<file path="src/hdl/matmul_pkg.sv">
`default_nettype none

package matmul_pkg;

    localparam int MAT_N     = 4;
    localparam int OP_W      = 16;
    localparam int ACC_W     = 32;
    localparam int REG_ID_W  = 5;
    localparam int ROW_IDX_W = 2;

    // operand beats, then one output row per cycle
    localparam int LOAD_CYCLES  = 4;
    localparam int DRAIN_CYCLES = 4;

    localparam int STEP_W = $clog2(LOAD_CYCLES + DRAIN_CYCLES);

    // beat 0 comes with start, beats 1..3 are taken at steps 0..2
    localparam logic [STEP_W-1:0] LAST_LOAD_STEP = STEP_W'(LOAD_CYCLES - 2);
    localparam logic [STEP_W-1:0] DRAIN_START    = STEP_W'(LOAD_CYCLES);
    localparam logic [STEP_W-1:0] LAST_STEP      = STEP_W'(LOAD_CYCLES + DRAIN_CYCLES - 1);

    typedef logic signed [OP_W-1:0]  op_elem_t;
    typedef logic signed [ACC_W-1:0] acc_elem_t;

    // one column of A or one row of B
    typedef op_elem_t [MAT_N-1:0] op_vec_t;
    // one row of C
    typedef acc_elem_t [MAT_N-1:0] acc_row_t;

    typedef logic [MAT_N-1:0] lane_mask_t;

    typedef struct packed {
        lane_mask_t a_rows;
        lane_mask_t a_cols;
        lane_mask_t b_rows;
        lane_mask_t b_cols;
    } mask_set_t;

    typedef struct packed {
        logic [REG_ID_W-1:0] reg_id;
        logic                we;
    } dst_tag_t;

    typedef struct packed {
        logic                 valid;
        logic [REG_ID_W-1:0]  reg_id;
        logic [ROW_IDX_W-1:0] row;
        logic                 we;
        lane_mask_t           lane_mask;
    } wb_tag_t;

endpackage

`default_nettype wire

</file>
<file path="src/hdl/wb_tag_ctrl.sv">
`default_nettype none

module wb_tag_ctrl (
    input  logic                             clk,
    input  logic                             arst_n,
    input  logic                             accept,
    input  logic                             busy,
    input  logic                             squash,
    input  matmul_pkg::dst_tag_t             in_dst,
    input  matmul_pkg::lane_mask_t           vmask,
    input  matmul_pkg::mask_set_t            masks,
    input  logic                             row_valid,
    input  logic [matmul_pkg::ROW_IDX_W-1:0] row_idx,
    output matmul_pkg::wb_tag_t              wb
);

    matmul_pkg::dst_tag_t   dst_q;
    matmul_pkg::lane_mask_t lane_q;
    matmul_pkg::lane_mask_t a_rows_q;
    logic                   squashed;

    // busy is still high at the edge that shifts out the last row,
    // so a squash there reaches row 3 as well
    always_ff @(posedge clk or negedge arst_n) begin
        if (!arst_n) begin
            squashed <= 1'b0;
        end else if (accept) begin
            squashed <= squash;
        end else if (busy && squash) begin
            squashed <= 1'b1;
        end
    end

    always_ff @(posedge clk) begin
        if (accept) begin
            dst_q    <= in_dst;
            lane_q   <= vmask & masks.b_cols;
            a_rows_q <= masks.a_rows;
        end
    end

    always_comb begin
        wb           = '0;
        wb.valid     = row_valid;
        wb.reg_id    = dst_q.reg_id;
        wb.row       = row_idx;
        wb.lane_mask = lane_q;
        wb.we        = row_valid && dst_q.we && a_rows_q[row_idx] && !squashed;
    end

endmodule

`default_nettype wire

</file>
<file path="config.mk">
export PLATFORM = sky130hd
export DESIGN_NAME = wb_tag_ctrl
export DESIGN_NICKNAME = d
export VERILOG_FILES = /design/src/hdl/matmul_pkg.sv /design/src/hdl/wb_tag_ctrl.sv
export SDC_FILE = /design/constraint.sdc
export NUM_CORES = 1
export LEC_CHECK = 0
export BUFFER_PORTS_ARGS = -buffer_cell sky130_fd_sc_hd__buf_2
export CELL_PAD_IN_SITES_DETAIL_PLACEMENT = 1
export CELL_PAD_IN_SITES_GLOBAL_PLACEMENT = 2
export CORE_MARGIN = 5
export CORE_UTILIZATION = 24
export CTS_BUF_LIST = sky130_fd_sc_hd__clkbuf_8
export CTS_CLUSTER_DIAMETER = 40
export CTS_CLUSTER_SIZE = 10
export DETAILED_ROUTE_END_ITERATION = 10
export PLACE_DENSITY_LB_ADDON = 0.1
export SYNTH_ARGS = -nofsm -noshare
export SYNTH_HDL_FRONTEND = slang
export SYNTH_SLANG_ARGS = --single-unit
</file>
<file path="constraint.sdc">
create_clock -name clk -period 2.1 [get_ports clk]
set_clock_uncertainty 0.15 [all_clocks]
set_input_delay 0.105 -clock clk [delete_from_list [all_inputs] [get_ports clk]]
set_output_delay 0.105 -clock clk [all_outputs]
set_load 0.005 [all_outputs]
</file>
Word-level counts from Yosys, hierarchy flattened
Cells that the tools add are included.

Magnitude comparators: 1. Multiplexer cells: 4. Bitwise gates (word level): 1. Reduce and logical (&&, ||, !) cells: 6.

Operators by type and width (count): 4-bit AND (1); 1-bit logical AND (4); 2-bit by 3-bit < comparator with 1-bit output (second input constant) (1); 1-bit 2-to-1 mux (3); 1-bit binary-select mux with 2-bit select (1); 2-bit nonzero test (1); 1-bit logical NOT (1).

Register bits after elaboration: 15. Output and inout bits: 13. Word-level logic and storage cells: 17.

Logic depth before layout (Yosys ltp)
Gate-level depths: netlist of the first run.

Word-level depth: 4. Gate-level depth with buffers: 2. Gate-level depth less buffers: 2.

Least setup slack after synthesis of the first run
OpenSTA, ideal clock, no wires.

Path kind: reg2out. Start point: reg a_rows_q[3]. End point: out wb[4] in the netlist's numbering. Arrival time: 0.990 ns. Slack: 0.855 ns. Cell stages (with the launch flop): 3. Buffers on the path: 0. Path through: edfxtp_1 -> mux4_2 -> and4_1.

RTL lines: start, declared (line wb_tag_ctrl.sv:19) `matmul_pkg::lane_mask_t a_rows_q;`; start signal, assigned (line wb_tag_ctrl.sv:38) `a_rows_q <= masks.a_rows;`; end, declared (line wb_tag_ctrl.sv:14) `output matmul_pkg::wb_tag_t wb`.

==> metrics, run 1 <==
sequential area share after synthesis 0.774; final wirelength 1280 microns; Nets 121; post-route ant nets 0; Worst setup SP type flop; Cell Chain, Critical Path mux4_2, and4_1, buf_2; setup TNS 0 ns; post-synthesis register bit count 15; Root Buffer clkbuf_8; Final Critical Period 1.64 ns; 1st-iter DRT viols 1; most frequent cells in the layout 38 x buf_2, 20 x dlygate4sd3_1, 14 x edfxtp_1; Crit Path Category reg2out; GPL Wtd Cong 0.572; PortBufs 38; global-route wire length before repair 1960 microns; DRC 0; Critical Path Stages 3; share of cells above drive strength 1 0.488; Area Growth Syn to Fin 71.3%; worst-skew pair later-pin latency 0.24 ns; number of top-level pins 47; pin count of the biggest net entering global routing 17; GRT Total Usage 0.0780; delay-heaviest family, CP multiplexers; Die Y 59.0 microns; core box area 2250 sq um; Slew Limit Fails 0; Die Area 3480 sq um; cell row count 17; slew at the pin closest to its max-slew limit 0.346 ns; number of global-route vias before repair 470; DP Worst Slack 0.699 ns; CTS sink cnt 15; f_max 0.611 GHz; status finished clean; Vias 441; crit path max-delay cell type mux4_2; Pwr Density 671 nW/um^2; placed inst area 741 sq um; leak pwr 0.441 nW; Avg WL per Cell 11.2 microns; Setup Fix Bufs, Post-CTS 0; CTS tree built; CP required 1.85 ns; Post-Synthesis Cells 32; post-cts sizing count 0; mean number of vias per cell 3.87; RSZ-0062 raised after global routing false; crit share post-route 0.780; CP Max Fanout 1; initial core utilization 0.255; final instance count without filler cells 114; Layout fillers 263; total gr overflow 0; worst path bufs/invs 1; largest stage delay on the critical path 0.47 ns; Max-Cap Viols 0; hold crit path type in2async; commonest non-fill, non-tap cell in the layout buf_2; final instance area 986 sq um; DR pass1 iterations 2; CP Data Arrival Time 1.38 ns; final hold vios 0; Yosys cell types 8; Reg2Reg Depth 2; final setup fails 0; initial antenna violation count 0; Die W 59.0 microns; worst r2r src squashed$_DFFE_PN0P_; relative slew slack 0.770; crit end category output port; htree depth 1; worst setup path start a_rows_q[3]$_DFFE_PP_; r2r setup slk 1.33 ns; placed cell count 90; Longest Clk Path Bufs 2; Synth Warn # 0; Reg clk slew, reported paths 0.06 ns; VDD IR max 0.000620 V; Post-Syn Nets 66; Post-Syn Area 576 sq um; cts hold-fix bufs 20; CTS Buf Count 3; Mean Syn Cell Area 18.0 sq um; ant diodes 0; setup ws final 0.462 ns
==> per-stage QoR <==
step	hold slack, ns	utilization	total power [W]
2_1_floorplan	-0.341	-	0.000390
5_1_grt	0.00227	0.437	0.000700
4_1_cts	0.00151	0.437	0.000674
6_report	0.0103	0.437	0.000661
3_3_place_gp	-0.271	0.329	0.000422
3_5_place_dp	-0.269	0.329	0.000424
==> power by group <==
part / switching, W / leakage (nW) / internal [W] / total, W
registers: 0.00000479 / 0.148 / 0.000353 / 0.000358
clock network: 0.0000879 / 0.0269 / 0.000129 / 0.000217
logic: 0.0000280 / 0.267 / 0.0000583 / 0.0000863
total: 0.000121 / 0.441 / 0.000540 / 0.000661
==> synthesized netlist by cell type, drive strengths merged <==
cell	count	area share
dfrtp	1	0.043
inv	1	0.0065
mux4	1	0.039
edfxtp	14	0.73
buf	8	0.10
o21ai	2	0.017
and4	1	0.015
and2	4	0.043
==> cells by family after synthesis <==
logic type | share of synthesized area
and+or+nand+nor | 0.0587
DFF | 0.774
AOI/OAI and AO/OA | 0.0174
buffers and inverters | 0.111
muxes | 0.0391
==> registers in the layout, indices dropped and copies added (netlist names) <==
| signal | count |
|---|---|
| a_rows_q | 4 |
| dst_q | 1 |
| lane_q | 4 |
| squashed | 1 |
| wb | 5 |
==> routing by layer <==
layer / track usage / share of wire / wire length [microns] / vias up
met3: 0.0479 / 0.099 / 127 / 0
met2: 0.148 / 0.57 / 732 / 21
li1: - / - / - / 215
met4: 0.00971 / 0 / 0 / 0
met5: 0 / 0 / 0 / -
met1: 0.0717 / 0.33 / 418 / 205
==> cell type report <==
class / count / area, sq um / area share
Clock buffer: 3 / 41.3 / 0.0419
Clock inverter: 1 / 3.75 / 0.00381
Inverter: 1 / 3.75 / 0.00381
Multi-Input combinational cell: 8 / 66.3 / 0.0673
Sequential cell: 15 / 445 / 0.452
Tap cell: 28 / 35.0 / 0.0355
Timing Repair Buffer: 58 / 390 / 0.396
==> worst paths after layout <==
kind | endpoint
worst min register to register | squashed$_DFFE_PN0P_
min in group clk | lane_q[0]$_DFFE_PP_
max in group asynchronous | squashed$_DFFE_PN0P_
worst min-delay path | squashed$_DFFE_PN0P_
worst max-delay path | wb[4]
worst max register to register | squashed$_DFFE_PN0P_
Note: power is estimated with default switching activity, not from simulation.
==> run 2: changes to the inputs <==
--- a/config.mk
+++ b/config.mk
@@ -9,7 +9,7 @@
 export CELL_PAD_IN_SITES_DETAIL_PLACEMENT = 1
 export CELL_PAD_IN_SITES_GLOBAL_PLACEMENT = 2
 export CORE_MARGIN = 5
-export CORE_UTILIZATION = 24
+export CORE_UTILIZATION = 23
 export CTS_BUF_LIST = sky130_fd_sc_hd__clkbuf_8
 export CTS_CLUSTER_DIAMETER = 40
 export CTS_CLUSTER_SIZE = 10
==> constraint.sdc (replaced) <==
create_clock -name clk -period 1.6 [get_ports clk]
set_clock_uncertainty 0.15 [all_clocks]
set_input_delay 0.08 -clock clk [delete_from_list [all_inputs] [get_ports clk]]
set_output_delay 0.08 -clock clk [all_outputs]
set_load 0.005 [all_outputs]
==> run 2 against run 1 <==
Net effect: core utilization decreased by 2.3 points; non-clock buffer count increased by 2; sequential power increased by 31%; die area increased by 3.6%; total power increased by 32%; largest power group unchanged; clock power increased by 32%; register-to-register slack got worse by 0.51 ns; sequential share of layout area decreased by 1.0 points; cell count increased by 3.5%.
==> metrics, run 2 (synthesis results as in run 1) <==
Sequential Area 445 sq um (unchanged); status finished clean (unchanged); PortBufs 38 (unchanged); Final Critical Period 1.57 ns; f_max 0.639 GHz; CTS tree built (unchanged); core box area 2430 sq um (was 2250 sq um); global-route wire length before repair 2080 microns (was 1960 microns); Avg WL per Cell 11.3 microns (was 11.2 microns); worst r2r src squashed$_DFFE_PN0P_ (unchanged); most frequent cells in the layout 38 x buf_2, 22 x dlygate4sd3_1, 14 x edfxtp_1 (was 38 x buf_2, 20 x dlygate4sd3_1, 14 x edfxtp_1); final hold vios 0 (unchanged); crit end category output port (unchanged); final wirelength 1330 microns (was 1280 microns); Die Area 3600 sq um (was 3480 sq um); Pwr Density 866 nW/um^2 (was 671 nW/um^2); leak pwr 0.451 nW (was 0.441 nW); GRT Total Usage 0.0818 (was 0.0780); Root Buffer clkbuf_8 (unchanged); setup TNS 0 ns (unchanged); hpwl dp 912 microns; RSZ-0062 raised after global routing true (was false); hold crit path type in2reg (was in2async); ant diodes 0 (unchanged); cell row count 18 (was 17); Reg clk slew, reported paths 0.06 ns (about the same); post-route ant nets 0 (unchanged); CP Data Arrival Time 1.34 ns (was 1.38 ns); htree depth 1 (unchanged); VDD IR max 0.000543 V (was 0.000620 V); Longest Clk Path Bufs 2 (unchanged); CP required 1.37 ns (was 1.85 ns); relative slew slack 0.775 (was 0.770); multi-input combinational cell area 66.3 sq um (unchanged); Largest register FFs 5 (unchanged); r2r setup slk 0.82 ns (was 1.33 ns); 1st-iter DRT viols 11 (was 1); Crit Path Category reg2out (unchanged); crit share post-route 0.979; CP Max Fanout 1 (unchanged); placed cell count 92 (was 90); Slew Limit Fails 0 (unchanged); Layout fillers 269 (was 263); Cell Chain, Critical Path mux4_2, and4_1, buf_2 (unchanged); Die W 60.0 microns (was 59.0 microns); commonest non-fill, non-tap cell in the layout buf_2 (unchanged); Max-Cap Viols 0 (unchanged); initial core utilization 0.237 (was 0.255); DRC 0 (unchanged); Die Y 60.0 microns (was 59.0 microns); final instance count without filler cells 118 (was 114); Vias 449 (was 441); number of top-level pins 47 (unchanged); GPL Wtd Cong 0.537 (was 0.572); initial antenna violation count 0 (unchanged); pin count of the biggest net entering global routing 17 (unchanged); worst setup path start a_rows_q[2]$_DFFE_PP_ (was a_rows_q[3]$_DFFE_PP_); Nets 123 (was 121); Area Growth Syn to Fin 75.2% (was 71.3%); DR pass1 iterations 2 (unchanged); mean number of vias per cell 3.81 (was 3.87); Hold Path Origin accept; crit path max-delay cell type mux4_2 (unchanged); slew at the pin closest to its max-slew limit 0.338 ns (was 0.346 ns); number of global-route vias before repair 486 (was 470); CTS Buf Count 3 (unchanged); largest stage delay on the critical path 0.46 ns (was 0.47 ns); Worst setup SP type flop (unchanged); final setup fails 0 (unchanged); total gr overflow 0 (unchanged); share of cells above drive strength 1 0.477 (was 0.488); CTS sink cnt 15 (unchanged); worst-skew pair later-pin latency 0.24 ns (about the same)
## run 2: cell types whose count changed in the layout (fill, tap and decap cells not counted)
| cell | previous run | this run |
|---|---|---|
| dlygate4sd3_1 | 20 | 22 |
## run 2: worst paths after layout
kind,end,depth (start not counted)
max in group asynchronous,squashed$_DFFE_PN0P_,3
min in group asynchronous,squashed$_DFFE_PN0P_,3
max reg2reg,squashed$_DFFE_PN0P_,2
min,a_rows_q[2]$_DFFE_PP_,1
min reg2reg,squashed$_DFFE_PN0P_,2
max,wb[4],3
## run 2: report_power, final
group          total [W]  internal, W  switching [W]
clock           0.000287     0.000169       0.000117
sequential      0.000469     0.000464     0.00000593
combinational   0.000117    0.0000797      0.0000372
## run 2: layout make-up
cell class | instances | area share
clock buffers | 3 | 0.0409
clock inverters | 1 | 0.00372
inverters | 1 | 0.00372
multi-input cells | 8 | 0.0658
flip-flops and latches | 15 | 0.442
well taps | 30 | 0.0372
repair buffers | 60 | 0.407
## run 2: routing by layer
metal / wire [microns] / GRT usage / up-vias
met3: 138 / 0.0389 / 0
met5: 0 / 0 / -
met1: 399 / 0.0655 / 209
met4: 0 / 0.0285 / 0
met2: 796 / 0.165 / 20
li1: - / - / 220
## run 2: per-stage QoR
| step | hold WS, ns | setup slack (ns) | instance area [sq um] | util | power [W] |
|---|---|---|---|---|---|
| detailed placement | -0.294 | 0.229 | 743 | 0.306 | 0.000556 |
| global placement | -0.296 | 0.232 | 743 | 0.306 | 0.000554 |
| global route | 0.114 | -0.0539 | 1010 | 0.415 | 0.000931 |
| CTS | 0.113 | 0.0126 | 1010 | 0.415 | 0.000893 |
| floorplan | -0.366 | 0.380 | 576 | - | 0.000512 |
| finish | 0.109 | 0.0344 | 1010 | 0.415 | 0.000873 |
## run 2: worst max-delay path: cells and delay by family (launching register included)
kind,cells,cell delay [ns]
flops,1,0.36
simple gates,1,0.15
mux,1,0.46
buf+inv,1,0.12
## run 2: repair_timing
action,CTS,global route
hold endpoints to repair,16,0
endpoints found under the setup margin,1,1
pin swaps,1,0
gates cloned,0,0
hold buffers,22,0
resized for setup,0,0
setup buffers,0,0
==> run 3: changes to the inputs <==
==> config.mk (replaced) <==
export PLATFORM = sky130hd
export DESIGN_NAME = wb_tag_ctrl
export DESIGN_NICKNAME = d
export VERILOG_FILES = /design/src/hdl/matmul_pkg.sv /design/src/hdl/wb_tag_ctrl.sv
export SDC_FILE = /design/constraint.sdc
export NUM_CORES = 1
export LEC_CHECK = 0
export BUFFER_PORTS_ARGS = -buffer_cell sky130_fd_sc_hd__buf_2
export CORE_MARGIN = 5
export CORE_UTILIZATION = 39
export CTS_BUF_LIST = sky130_fd_sc_hd__clkbuf_8
export CTS_CLUSTER_DIAMETER = 40
export CTS_CLUSTER_SIZE = 10
export DETAILED_ROUTE_END_ITERATION = 10
export PLACE_DENSITY = 0.8
export SYNTH_ARGS = -nofsm -noshare
export SYNTH_HDL_FRONTEND = slang
export SYNTH_SLANG_ARGS = --single-unit
==> run 3 against run 2 <==
Net effect: total power rose by 0.34%; combinational power about the same; register-to-register slack about the same; the run now ends with hold timing left; first-iteration DRC count decreased by 27%; count of clock-buffer cells in the layout unchanged; global-route usage is 4.6 points higher; setup slack better by 0.0038 ns; core utilization up 30 points; largest power group unchanged.
==> metrics, run 3 (synthesis results as in run 1) <==
Root Buffer clkbuf_8 (unchanged); VDD IR max 0.000510 V (was 0.000543 V); Cell Chain, Critical Path mux4_2, and4_1, buf_2 (unchanged); grt met3 use 0.0520 (was 0.0389); DR pass1 iterations 2 (unchanged); largest stage delay on the critical path 0.46 ns (about the same); DP Worst Slack 0.243 ns (was 0.229 ns); number of top-level pins 47 (unchanged); initial core utilization 0.426 (was 0.237); Longest Clk Path Bufs 2 (unchanged); Vias 437 (was 449); total gr overflow 0 (unchanged); leak pwr 0.433 nW (was 0.451 nW); busiest grt layer met2 (unchanged); placed cell count 77 (was 92); Clk network pwr share 0.333 (was 0.328); setup ws final 0.0381 ns (was 0.0344 ns); CP Data Arrival Time 1.33 ns (was 1.34 ns); multi-input combinational cell area 66.3 sq um (unchanged); pin count of the biggest net entering global routing 17 (unchanged); Net Switching 0.000165 W (was 0.000160 W); Pwr Density 911 nW/um^2 (was 866 nW/um^2); post-cts sizing count 0 (unchanged); Largest register FFs 5 (unchanged); GPL Wtd Cong 0.686 (was 0.537); final setup fails 0 (unchanged); final instance area 961 sq um (was 1010 sq um); post-layout util 0.712 (was 0.415); Reg power frac 0.537 (was 0.538); worst path bufs/invs 1 (unchanged); most frequent cells in the layout 38 x buf_2, 19 x dlygate4sd3_1, 14 x edfxtp_1 (was 38 x buf_2, 22 x dlygate4sd3_1, 14 x edfxtp_1); share of cells above drive strength 1 0.506 (was 0.477); failing checks hold timing; Final Critical Period 1.56 ns (was 1.57 ns); initial antenna violation count 0 (unchanged); post-route ant nets 0 (unchanged); Layout fillers 92 (was 269); Sw Ratio 0.189 (was 0.184); CTS sink cnt 15 (unchanged); f_max 0.640 GHz (was 0.639 GHz); Max-Cap Viols 0 (unchanged); htree depth 1 (unchanged); PortBufs 38 (unchanged); Crit Path Category reg2out (unchanged); Avg WL per Cell 13.8 microns (was 11.3 microns); Int Pwr 0.000711 W (was 0.000712 W); Worst setup SP type flop (unchanged); Slew Limit Fails 0 (unchanged); crit end category output port (unchanged); cell row count 13 (was 18); Setup Fix Bufs, Post-CTS 0 (unchanged); Die W 48.4 microns (was 60.0 microns); GRT Total Usage 0.128 (was 0.0818); number of global-route vias before repair 529 (was 486); CTS tree built (unchanged); CP required 1.37 ns (about the same); DRC 0 (unchanged); final hold slack -0.0182 ns (was 0.109 ns); CP Max Fanout 1 (unchanged); delay-heaviest family, CP multiplexers (unchanged); final wirelength 1380 microns (was 1330 microns); Sequential Area 445 sq um (unchanged); final instance count without filler cells 100 (was 118); relative slew slack 0.786 (was 0.775); RSZ-0062 raised after global routing true (unchanged); ant diodes 0 (unchanged); Reg clk slew, reported paths 0.06 ns (about the same); crit share post-route 0.976 (was 0.979); CTS Buf Count 3 (unchanged); hold crit path type in2reg (unchanged); commonest non-fill, non-tap cell in the layout buf_2 (unchanged); Die Y 48.4 microns (was 60.0 microns); crit path max-delay cell type mux4_2 (unchanged); status finished, violations left (was finished clean); Die Area 2340 sq um (was 3600 sq um); mean number of vias per cell 4.37 (was 3.81); worst-skew pair later-pin latency 0.24 ns (about the same); met2 Use GR 0.243 (was 0.165); final hold vios 1 (was 0); global-route wire length before repair 2280 microns (was 2080 microns); 1st-iter DRT viols 8 (was 11); Area Growth Syn to Fin 67.0% (was 75.2%); core box area 1350 sq um (was 2430 sq um); Nets 120 (was 123); met1 GRT Util 0.0992 (was 0.0655); Combinational Power Share 0.130 (was 0.134); slew at the pin closest to its max-slew limit 0.321 ns (was 0.338 ns); placed inst area 724 sq um (was 743 sq um)
## run 3: power by group through the flow
stage                     logic (W)  clock network (W)  registers [W]
after floorplan           0.0000330                  0       0.000479
after global placement    0.0000740                  0       0.000477
after detailed placement  0.0000759                  0       0.000478
after CTS                  0.000117           0.000304       0.000470
after global routing       0.000127           0.000319       0.000473
final                      0.000114           0.000292       0.000470
## run 3: area by class of cell
type	count	share of cell area
Clock buffer	3	0.0430
Clock inverter	1	0.00521
Inverter	1	0.00391
Multi-Input combinational cell	8	0.0690
Sequential cell	15	0.464
Tap cell	15	0.0195
Timing Repair Buffer	57	0.396
## run 3: worst paths after layout
kind	from	end	slack, ns	cells after the start
worst max-delay path	a_rows_q[3]$_DFFE_PP_	wb[4]	0.04	3
worst min-delay path	vmask[0]	lane_q[0]$_DFFE_PP_	-0.02	2
worst max register to register	squashed$_DFFE_PN0P_	squashed$_DFFE_PN0P_	0.82	2
worst min register to register	squashed$_DFFE_PN0P_	squashed$_DFFE_PN0P_	0.40	2
max in group asynchronous	arst_n	squashed$_DFFE_PN0P_	0.69	3
min in group asynchronous	arst_n	squashed$_DFFE_PN0P_	0.51	3
## run 3: what timing repair did
| action | CTS | global route |
|---|---|---|
| hold buffers | 22 | 0 |
| endpoints found under the setup margin | 1 | 4 |
| endpoints found under the hold margin | 16 | 0 |
| pin swaps | 1 | 0 |
## run 3: metrics by stage
stage	power [W]	setup TNS (ns)
4_1_cts	0.000892	0
3_3_place_gp	0.000551	0
6_report	0.000876	0
5_1_grt	0.000919	-0.0363
2_1_floorplan	0.000512	0
3_5_place_dp	0.000554	0
## run 3: layer usage
metal  vias to the layer above  part of all wire
li1                        214                 -
met1                       198              0.32
met2                        21              0.58
met3                         4             0.076
met4                         0             0.027
met5                         -                 0
